`config.mk`:
```
export PLATFORM = sky130hd
export DESIGN_NAME = sdDecimator
export DESIGN_NICKNAME = d
export VERILOG_FILES = /design/src/fxpPkg.sv /design/src/firCoefPkg.sv /design/src/samplePacker.sv /design/src/historyBuffer.sv /design/src/lutAdderTree.sv /design/src/decimFirCore.sv /design/src/sdDecimator.sv
export VERILOG_INCLUDE_DIRS = /design/src
export SDC_FILE = /design/constraint.sdc
export NUM_CORES = 1
export LEC_CHECK = 0
export BUFFER_PORTS_ARGS = -buffer_cell sky130_fd_sc_hd__buf_2
export CAP_MARGIN = 10
export CORE_ASPECT_RATIO = 0.5
export CORE_MARGIN = 2
export CORE_UTILIZATION = 50
export CTS_BUF_LIST = sky130_fd_sc_hd__clkbuf_8
export DETAILED_ROUTE_END_ITERATION = 16
export PLACE_DENSITY = 0.66
export SYNTH_ARGS = -nofsm -noshare
export SYNTH_HDL_FRONTEND = slang
export SYNTH_SLANG_ARGS = --single-unit
```
`constraint.sdc`:
```
create_clock -name clk -period 5.58 [get_ports clk]
set_input_delay 0 -clock clk [delete_from_list [all_inputs] [get_ports clk]]
set_output_delay 0 -clock clk [all_outputs]
set_load 0.05 [all_outputs]
```
`src/firDecim_defines.svh`:
```
`ifndef FIR_DECIM_DEFINES_SVH
`define FIR_DECIM_DEFINES_SVH

// Input bits per output sample
`define FIR_DSR 4

// Taps in each of the lookahead and lookback halves
`define FIR_TAPS_HALF 8
`define FIR_TAPS (2 * `FIR_TAPS_HALF)

// Input bits that address one lookup group
`define FIR_LUT_BITS 4

// Coefficient fraction bits, sign only besides
`define FIR_COEF_FRAC 14

// Accumulator width, headroom for a full window of coefficients
`define FIR_ACC_WIDTH 20

// Output code width
`define FIR_OUT_WIDTH 12

`endif

```
`src/fxpPkg.sv`:
```
`include "firDecim_defines.svh"

package fxpPkg;

    // Sign plus fraction bits
    typedef logic signed [`FIR_COEF_FRAC:0] coefT;

    // Same fraction as coefT, wider integer part
    typedef logic signed [`FIR_ACC_WIDTH-1:0] accT;

    // Offset binary output code
    typedef logic [`FIR_OUT_WIDTH-1:0] outT;

    // Packed input bits, bit 0 is the newest
    typedef logic [`FIR_DSR-1:0] wordT;

    // Shift that moves the coefficient fraction onto the output fraction
    localparam int outShift = `FIR_COEF_FRAC - (`FIR_OUT_WIDTH - 1);

    // Signed range of the output before offset conversion
    localparam accT satMax = accT'((1 <<< (`FIR_OUT_WIDTH - 1)) - 1);
    localparam accT satMin = accT'(-(1 <<< (`FIR_OUT_WIDTH - 1)));

endpackage

```
`src/firCoefPkg.sv`:
```
`include "firDecim_defines.svh"

package firCoefPkg;

    import fxpPkg::*;

    // Symmetric low-pass response, index 0 weights the newest bit
    // Sum is 0.75 so a full-scale DC input stays inside the output range
    localparam coefT firCoefs [`FIR_TAPS] = '{
        coefT'(96),
        coefT'(224),
        coefT'(448),
        coefT'(704),
        coefT'(960),
        coefT'(1152),
        coefT'(1216),
        coefT'(1344),
        coefT'(1344),
        coefT'(1216),
        coefT'(1152),
        coefT'(960),
        coefT'(704),
        coefT'(448),
        coefT'(224),
        coefT'(96)
    };

    // Distributed-arithmetic table entry for one group of input bits
    // A one adds its coefficient, a zero subtracts it
    function automatic accT lutEntry(input int base, input int sel);
        accT acc;
        acc = '0;
        for (int k = 0; k < `FIR_LUT_BITS; k++) begin
            if (sel[k]) begin
                acc = acc + accT'(firCoefs[base + k]);
            end else begin
                acc = acc - accT'(firCoefs[base + k]);
            end
        end
        return acc;
    endfunction

endpackage

```
`src/samplePacker.sv`:
```
`include "firDecim_defines.svh"

module samplePacker (
    input  logic         clk,
    input  logic         rstN,
    input  logic         sdIn,
    output fxpPkg::wordT word,
    output logic         wordStrobe
);
    localparam int phaseWidth = $clog2(`FIR_DSR);
    localparam logic [phaseWidth-1:0] lastPhase = phaseWidth'(`FIR_DSR - 1);
    localparam int keepBits = `FIR_DSR - 1;

    logic [phaseWidth-1:0] phase;
    logic [keepBits-1:0] shiftReg;

    // Bit position within the current group
    always_ff @(posedge clk or negedge rstN) begin
        if (!rstN) begin
            phase <= '0;
            wordStrobe <= 1'b0;
        end else begin
            wordStrobe <= (phase == lastPhase);
            if (phase == lastPhase) begin
                phase <= '0;
            end else begin
                phase <= phase + 1'b1;
            end
        end
    end

    // Newest bit enters at position 0
    always_ff @(posedge clk) begin
        shiftReg <= keepBits'({shiftReg, sdIn});
        if (phase == lastPhase) begin
            word <= {shiftReg, sdIn};
        end
    end

endmodule

```
`src/historyBuffer.sv`:
```
`include "firDecim_defines.svh"

module historyBuffer (
    input  logic                      clk,
    input  logic                      rstN,
    input  logic                      wordStrobe,
    input  fxpPkg::wordT              word,
    output logic [`FIR_TAPS_HALF-1:0] aheadBits,
    output logic [`FIR_TAPS_HALF-1:0] backBits,
    output logic                      windowStrobe
);
    localparam int windowWords = `FIR_TAPS / `FIR_DSR;
    localparam int countWidth = $clog2(windowWords + 1);
    localparam logic [countWidth-1:0] fullCount = countWidth'(windowWords);

    logic [`FIR_TAPS-1:0] window;
    logic [countWidth-1:0] wordCount;
    logic fillsWindow;

    // True for the word that completes the window and every word after it
    assign fillsWindow = (wordCount >= fullCount - 1'b1);

    always_ff @(posedge clk or negedge rstN) begin
        if (!rstN) begin
            window <= '0;
            wordCount <= '0;
            windowStrobe <= 1'b0;
        end else begin
            windowStrobe <= wordStrobe && fillsWindow;
            if (wordStrobe) begin
                window <= {window[`FIR_TAPS-1-`FIR_DSR:0], word};
                if (wordCount != fullCount) begin
                    wordCount <= wordCount + 1'b1;
                end
            end
        end
    end

    // Bit index equals bit age, so it also selects the coefficient
    assign aheadBits = window[`FIR_TAPS_HALF-1:0];
    assign backBits = window[`FIR_TAPS-1:`FIR_TAPS_HALF];

endmodule

```
`src/lutAdderTree.sv`:
```
`include "firDecim_defines.svh"

module lutAdderTree #(
    parameter int coefBase = 0
) (
    input  logic                      clk,
    input  logic                      rstN,
    input  logic [`FIR_TAPS_HALF-1:0] bitsIn,
    output fxpPkg::accT               sum
);
    import fxpPkg::*;
    import firCoefPkg::*;

    localparam int groupCount = `FIR_TAPS_HALF / `FIR_LUT_BITS;
    localparam int lutDepth = 1 << `FIR_LUT_BITS;
    localparam int treeLevels = $clog2(groupCount);

    accT lutTable [groupCount][lutDepth];

    // Level 0 holds the registered LUT outputs, the last level the sum
    accT stage [treeLevels+1][groupCount];

    // One constant table per group of input bits
    for (genvar g = 0; g < groupCount; g++) begin : groupRom
        for (genvar e = 0; e < lutDepth; e++) begin : romEntry
            assign lutTable[g][e] = lutEntry(coefBase + g * `FIR_LUT_BITS, e);
        end
    end

    always_ff @(posedge clk or negedge rstN) begin
        if (!rstN) begin
            for (int g = 0; g < groupCount; g++) begin
                stage[0][g] <= '0;
            end
        end else begin
            for (int g = 0; g < groupCount; g++) begin
                stage[0][g] <= lutTable[g][bitsIn[g*`FIR_LUT_BITS +: `FIR_LUT_BITS]];
            end
        end
    end

    // Pairwise reduction, an odd node is passed on unchanged
    for (genvar l = 1; l <= treeLevels; l++) begin : treeLevel
        localparam int nPrev = (groupCount + (1 << (l - 1)) - 1) >> (l - 1);
        localparam int nCur = (groupCount + (1 << l) - 1) >> l;

        always_ff @(posedge clk or negedge rstN) begin
            if (!rstN) begin
                for (int k = 0; k < nCur; k++) begin
                    stage[l][k] <= '0;
                end
            end else begin
                for (int k = 0; k < nCur; k++) begin
                    if (2 * k + 1 < nPrev) begin
                        stage[l][k] <= stage[l-1][2*k] + stage[l-1][2*k+1];
                    end else begin
                        stage[l][k] <= stage[l-1][2*k];
                    end
                end
            end
        end
    end

    assign sum = stage[treeLevels][0];

endmodule

```
`src/decimFirCore.sv`:
```
`include "firDecim_defines.svh"

module decimFirCore (
    input  logic                      clk,
    input  logic                      rstN,
    input  logic                      windowStrobe,
    input  logic [`FIR_TAPS_HALF-1:0] aheadBits,
    input  logic [`FIR_TAPS_HALF-1:0] backBits,
    output fxpPkg::outT               out,
    output logic                      outValid
);
    import fxpPkg::*;

    // LUT register plus one cycle per adder level, then the final add
    localparam int treeLatency = 1 + $clog2(`FIR_TAPS_HALF / `FIR_LUT_BITS);
    localparam int alignDepth = treeLatency + 1;

    accT aheadSum;
    accT backSum;
    accT totalSum;
    accT scaled;
    logic signed [`FIR_OUT_WIDTH-1:0] clipped;
    outT code;
    logic [alignDepth-1:0] strobeDly;

    lutAdderTree #(
        .coefBase(0)
    ) aheadSum_i (
        .clk(clk),
        .rstN(rstN),
        .bitsIn(aheadBits),
        .sum(aheadSum)
    );

    lutAdderTree #(
        .coefBase(`FIR_TAPS_HALF)
    ) backSum_i (
        .clk(clk),
        .rstN(rstN),
        .bitsIn(backBits),
        .sum(backSum)
    );

    always_ff @(posedge clk or negedge rstN) begin
        if (!rstN) begin
            totalSum <= '0;
            strobeDly <= '0;
        end else begin
            totalSum <= aheadSum + backSum;
            strobeDly <= {strobeDly[alignDepth-2:0], windowStrobe};
        end
    end

    // Arithmetic shift rounds toward minus infinity
    assign scaled = totalSum >>> outShift;

    always_comb begin
        if (scaled > satMax) begin
            clipped = satMax[`FIR_OUT_WIDTH-1:0];
        end else if (scaled < satMin) begin
            clipped = satMin[`FIR_OUT_WIDTH-1:0];
        end else begin
            clipped = scaled[`FIR_OUT_WIDTH-1:0];
        end
    end

    // Two's complement to offset binary
    assign code = {~clipped[`FIR_OUT_WIDTH-1], clipped[`FIR_OUT_WIDTH-2:0]};

    always_ff @(posedge clk or negedge rstN) begin
        if (!rstN) begin
            out <= '0;
            outValid <= 1'b0;
        end else begin
            outValid <= strobeDly[alignDepth-1];
            if (strobeDly[alignDepth-1]) begin
                out <= code;
            end
        end
    end

endmodule

```
`src/sdDecimator.sv`:
```
`include "firDecim_defines.svh"

module sdDecimator (
    input  logic        clk,
    input  logic        rstN,
    input  logic        sdIn,
    output fxpPkg::outT out,
    output logic        outValid
);
    import fxpPkg::*;

    wordT word;
    logic wordStrobe;
    logic [`FIR_TAPS_HALF-1:0] aheadBits;
    logic [`FIR_TAPS_HALF-1:0] backBits;
    logic windowStrobe;

    // Bitstream to words
    samplePacker packer_i (
        .clk(clk),
        .rstN(rstN),
        .sdIn(sdIn),
        .word(word),
        .wordStrobe(wordStrobe)
    );

    historyBuffer history_i (
        .clk(clk),
        .rstN(rstN),
        .wordStrobe(wordStrobe),
        .word(word),
        .aheadBits(aheadBits),
        .backBits(backBits),
        .windowStrobe(windowStrobe)
    );

    // Filter, scale and format
    decimFirCore core_i (
        .clk(clk),
        .rstN(rstN),
        .windowStrobe(windowStrobe),
        .aheadBits(aheadBits),
        .backBits(backBits),
        .out(out),
        .outValid(outValid)
    );

endmodule

```
# Yosys cells after proc, flatten, opt, wreduce, memory -nomap -nowiden
# Memory sizes are Yosys's and may differ from the RTL's. A register that Yosys moved wholly into a read port is not among the register bits.
# Cells that the tools add are included.
[op_classes]
add_sub_neg = 5
mul = 0
div = 0
magnitude_cmp = 3
n_eq_ne = 2
shifts = 0
muxes = 3
bitwise_logic = 5
reduce_logical = 6
[ops]
columns = ["operator", "n"]
rows = [
  ["adder 20 bit", 3],
  ["2-to-1 mux 12 bit", 2],
  ["NOT 4 -> 5 bit", 4],
  ["greater-than comparator 17 x 12 -> 1 bit (second input constant)", 1],
  ["less-than comparator 17 x 12 -> 1 bit (second input constant)", 1],
  ["logical NOT 1 bit", 4],
  ["adder 3 x 1 -> 3 bit (second input constant)", 1],
  [">= comparator 3 x 2 -> 1 bit (second input constant)", 1],
  ["inequality test 3 bit (second input constant)", 1],
  ["adder 2 x 1 -> 2 bit (second input constant)", 1],
  ["equality test 2 bit (second input constant)", 1],
  ["2-to-1 mux 2 bit", 1],
  ["AND reduction 2 bit", 1],
  ["logical AND 1 bit", 1],
  ["NOT 1 bit", 1],
]
[totals]
regBits = 106
latch_bits = 0
ramBits = 0
rom_bits = 1280
in_bits = 3
out_inout_bits = 13
elab_cells = 41
memories = 4
[memory_table]
columns = ["memory", "words", "word_bits", "rd", "rd_ports_with_merged_regs", "wr", "line", "text"]
rows = [
  ["(name not given)", 16, 20, 1, 1, 0, "lutAdderTree.sv:37", "stage[0][g] <= lutTable[g][bitsIn[g*`FIR_LUT_BITS +: `FIR_LUT_BITS]];"],
  ["(name not given)", 16, 20, 1, 1, 0, "lutAdderTree.sv:37", ""],
  ["(name not given)", 16, 20, 1, 1, 0, "lutAdderTree.sv:37", ""],
  ["(name not given)", 16, 20, 1, 1, 0, "lutAdderTree.sv:37", ""],
]

# Longest topological paths before layout
[logic_depth]
word_depth = 4
depth_mapped = 8
depth_no_buf = 8

# Cells and area by module
# A second synthesis with hierarchy kept.
[hier_totals]
cells_unflattened = 600
area_unflattened_um2 = 6618.8
[modules_own_cells]
columns = ["mod", "instances", "cells_per_inst", "area_per_inst_um2"]
rows = [
  ["decimFirCore", 1, 201, 1960.6],
  ["lutAdderTree (core_i.backSum_i)", 1, 169, 1800.5],
  ["lutAdderTree (core_i.aheadSum_i)", 1, 165, 1714.1],
  ["historyBuffer", 1, 52, 859.6],
  ["samplePacker", 1, 13, 284.0],
]

# Worst setup path before layout
# OpenSTA, ideal clock, no wires.
[synth_path]
path_type = "flip-flop to flip-flop"
startpoint = "register core_i.backSum_i.stage (netlist bit core_i.backSum_i.sum[6])"
endpoint = "register core_i.totalSum[18]"
setup_ns = 0.069
arrival_ns = 1.716
t_required_ns = 5.511
setup_slack_ns = 3.795
path_stages_with_launch = 9
path_buffers = 0
path_cell_list = "dfrtp_1 -> ha_1 -> inv_1 -> fa_1 -> nand2b_1 -> a21oi_1 -> o2111ai_1 -> a211o_1 -> nand3_1"
[synth_between]
elab_chain_cells = 1
[synth_rtl]
columns = ["item", "line", "text"]
rows = [
  ["from (decl)", "lutAdderTree.sv:21", "accT stage [treeLevels+1][groupCount];"],
  ["from (signal, indexed assignment)", "lutAdderTree.sv:55", "stage[l][k] <= stage[l-1][2*k] + stage[l-1][2*k+1];"],
  ["from (signal, indexed assignment)", "lutAdderTree.sv:57", "stage[l][k] <= stage[l-1][2*k];"],
  ["adder 20 bit", "decimFirCore.sv:49", "totalSum <= aheadSum + backSum;"],
  ["to (signal assigned)", "decimFirCore.sv:49", ""],
  ["to (decl)", "decimFirCore.sv:20", "accT totalSum;"],
]
# Every way passes these cells.
# A chain may end at the register's enable or synchronous reset.

# Worst setup path in the final report
# Same ends and word-level chain as after synthesis.

==> results.md <==
- Via count: 3573
- CTS root buffer: clkbuf_8
- Largest net degree at the start of global routing: 82
- Leak: 0.002855 uW
- CTS H-Tree Depth: 4
- Wire per inst: 13.00 um
- DRT iter0 DRCs: 125
- Synth top area share: 0.4731
- Initial Util: 0.5122
- Syn_nets: 579
- Startpoint types: flip-flop
- Setup repair after global routing missed its margin: no
- # rows: 27
- Main synth FF type: dfrtp_1
- Core Region: 0.01095 mm2
- Stages on worst setup path: 8
- Die width: 153.8 um
- HP Class: primary input to asynchronous set/reset pin
- CTS tree: yes
- Maximum VDD drop: 194.7 uV
- Most frequent cells after synthesis: dfrtp_1 (106), ha_1 (59), inv_1 (44), o21ai_0 (36), nor2_1 (35)
- Slowest stage delay, CP: 390 ps
- Async set-reset flop share out of synthesis: 0.9381
- Synth area leader: dfrtp_1
- Critical-path cell list: ha_1, inv_1, fa_1, nand2b_1, a21oi_1, o2111ai_1, a211o_1, nand3_1
- Number of global-route vias before repair: 3438
- GPL Wtd Cong: 0.8092
- Crit-path slowest cell: fa_1
- Fin. max-slew vios: 0
- Post-DP HPWL: 6.370 mm
- # port buffers: 15
- Crit. End Element: flip-flop
- Antenna cells: 0
- Max FO, Critical Path: 3
- Critical Path Sink: core_i.totalSum[18]
- Clock Skews: 10.04 ps
- Fmax: 511.3 MHz
- Final WL: 8.972 mm
- Initial antenna violation count: 0
- DRT Pass-1 Iters: 5
- Post-synth EDFFs: 4
- R2r worst-path depth: 8
- Max clock buf depth: 2
- Vias per cell: 5.178
- Post-route cell area: 0.006200 mm2
- Netlist Area Pre-Place: 0.005607 mm2
- Synthesis-to-layout area growth: 10.58%
- Clock insertion delay at the later pin of the skew report: 420 ps
- Actual slew at the worst max-slew pin: 952.3 ps
- Syn Area/Cell: 10.91 um2
- Worst Path Arrival: 2310 ps
- Io pins: 16
- Die boundary height: 78.88 um
- Inserted Clock Buffers: 17
- Top-count cell post-synth: dfrtp_1
- CP Buf/Inv Count: 1
- Synth top area cells: dfrtp_1 (47%), ha_1 (13%), o21ai_0 (3.2%)
- Reg-to-reg endpoint: core_i.totalSum[18]
- GRT overflow: 0
- Clock net sink count: 113
- Reg2reg start: core_i.backSum_i.sum[6]
- Slew margin rel.: 0.3651
- CP startpoint: core_i.backSum_i.sum[6]
- Internal reg-to-reg setup slack: 3620 ps
- CP required: 5940 ps
- Final hold vios: 0
- Clock-pin slew on the worst setup and hold paths: 70 ps
- TNS Setup: 0 ps
- Worst path top cell family by delay: compound AO/OA/AOI/OAI gates
- Yosys warns: 0
- Nets: 599
- Post-synth cell types: 45
- Area of the die: 0.01213 mm2
- Antenna-violating nets left: 0
- Mapped Cells: 514
- Placed inst area: 0.005802 mm2
- Final setup vio count: 0
- Fraction of layout cells with a size suffix above 1: 0.1138
- Status: complete, no violations
- Type of the worst setup path: flip-flop to flip-flop
- Residual DRC count: 0
- GRT Total Usage: 0.1664
- Max-Cap Viols: 0
- First-pass GRT wire length: 15.86 mm
- Cell Pwr Density: 454.3 mW/mm2
- Seq/Total Area, Yosys: 0.5052
- Final period utilization: 0.3505
- Post-synthesis register bit count: 113
- Post-route minimum period: 1956 ps
==> flip-flops by register name, indices dropped and copies added, names as in the netlist <==
signal / flops
history_i.wordCount: 3
packer_i.wordStrobe: 1
core_i.strobeDly: 3
packer_i.phase: 2
core_i.aheadSum_i.sum: 14
packer_i.word: 4
core_i.out: 10
core_i.backSum_i.sum: 14
core_i.aheadSum_i.stage: 14
history_i.windowStrobe: 1
core_i.totalSum: 14
history_i.window: 16
packer_i.shiftReg: 3
core_i.outValid: 1
core_i.backSum_i.stage: 13
==> worst min-delay path by stage <==
stage          startpoint                           to  slack [ps]  cells after the start
6_report             rstN          history_i.window[0]          30                      2
3_5_place_dp         rstN         history_i.window[14]         -60                      1
4_1_cts              rstN   core_i.backSum_i.stage[69]          20                      2
2_1_floorplan        rstN  core_i.aheadSum_i.stage[46]        -300                      0
5_1_grt              rstN         history_i.window[12]          60                      2
3_3_place_gp         rstN         history_i.window[12]         -60                      1
==> final cells by class <==
| type | count | area, um2 |
|---|---|---|
| clock buffers | 19 | 261.5 |
| well taps | 145 | 181.4 |
| multi-input cells | 340 | 2537 |
| repair buffers | 18 | 105.1 |
| inverters | 44 | 165.2 |
| fillers | 910 | 4746 |
| flip-flops and latches | 113 | 2833 |
| clock inverters | 11 | 116.4 |
==> metal layers <==
| metal | wire length (um) | track usage | vias to the layer above |
|---|---|---|---|
| met1 | 4481 | 0.2177 | 1695 |
| met5 | 0 | 0 | - |
| met4 | 125 | 0.06881 | 0 |
| met2 | 4079 | 0.2658 | 50 |
| met3 | 286 | 0.04531 | 16 |
| li1 | - | - | 1812 |
==> power by group <==
part | total, uW | internal (uW) | switching [uW]
clock | 732 | 411 | 321
combinational | 984 | 377 | 607
sequential | 1100 | 1010 | 86.6
total | 2820 | 1800 | 1020
==> per-stage QoR <==
stage / worst slack [ps] / std cells / total power, uW / hold slack [ps] / utilization
after floorplan: 3795 / 514 / 1907 / -295.6 / -
after global placement: 3667 / 658 / 2086 / -58.43 / 0.5301
after detailed placement: 3634 / 658 / 2101 / -58.92 / 0.5301
after CTS: 3619 / 690 / 2849 / 19.05 / 0.5664
after global routing: 3493 / 690 / 3023 / 60.22 / 0.5664
final: 3624 / 690 / 2817 / 34.00 / 0.5664
==> logic make-up (layout without fill, tap and decap cells) <==
| group | Yosys count | in the layout | share of synthesized area |
|---|---|---|---|
| and+or+nand+nor | 100 | 100 | 0.08212 |
| xor gates and xnor gates | 24 | 24 | 0.03749 |
| adders and majority gates | 62 | 62 | 0.1424 |
| AOI/OAI and AO/OA | 136 | 136 | 0.1531 |
| DFF | 113 | 113 | 0.5052 |
| muxes | 17 | 17 | 0.03682 |
| other | 1 | 1 | 0.0006689 |
| buffers and inverters | 61 | 92 | 0.04218 |
==> cells in the final DEF, fill, tap and decap left out, types with 11 or more instances in the layout <==
| cell | n |
|---|---|
| o21ai_0 | 36 |
| dfrtp_1 | 106 |
| ha_1 | 59 |
| a21oi_1 | 30 |
| buf_2 | 14 |
| o211ai_1 | 11 |
| o21ai_1 | 13 |
| nand2_1 | 26 |
| xnor2_1 | 20 |
| nor2_1 | 35 |
| inv_1 | 45 |
| clkbuf_8 | 19 |
==> timing repair <==
action	4_1_cts	5_1_grt
setup buffers	0	0
endpoints found under the hold margin	27	0
hold buffers	2	0
resized for setup	0	0
Note: power is estimated with default switching activity, not from simulation.
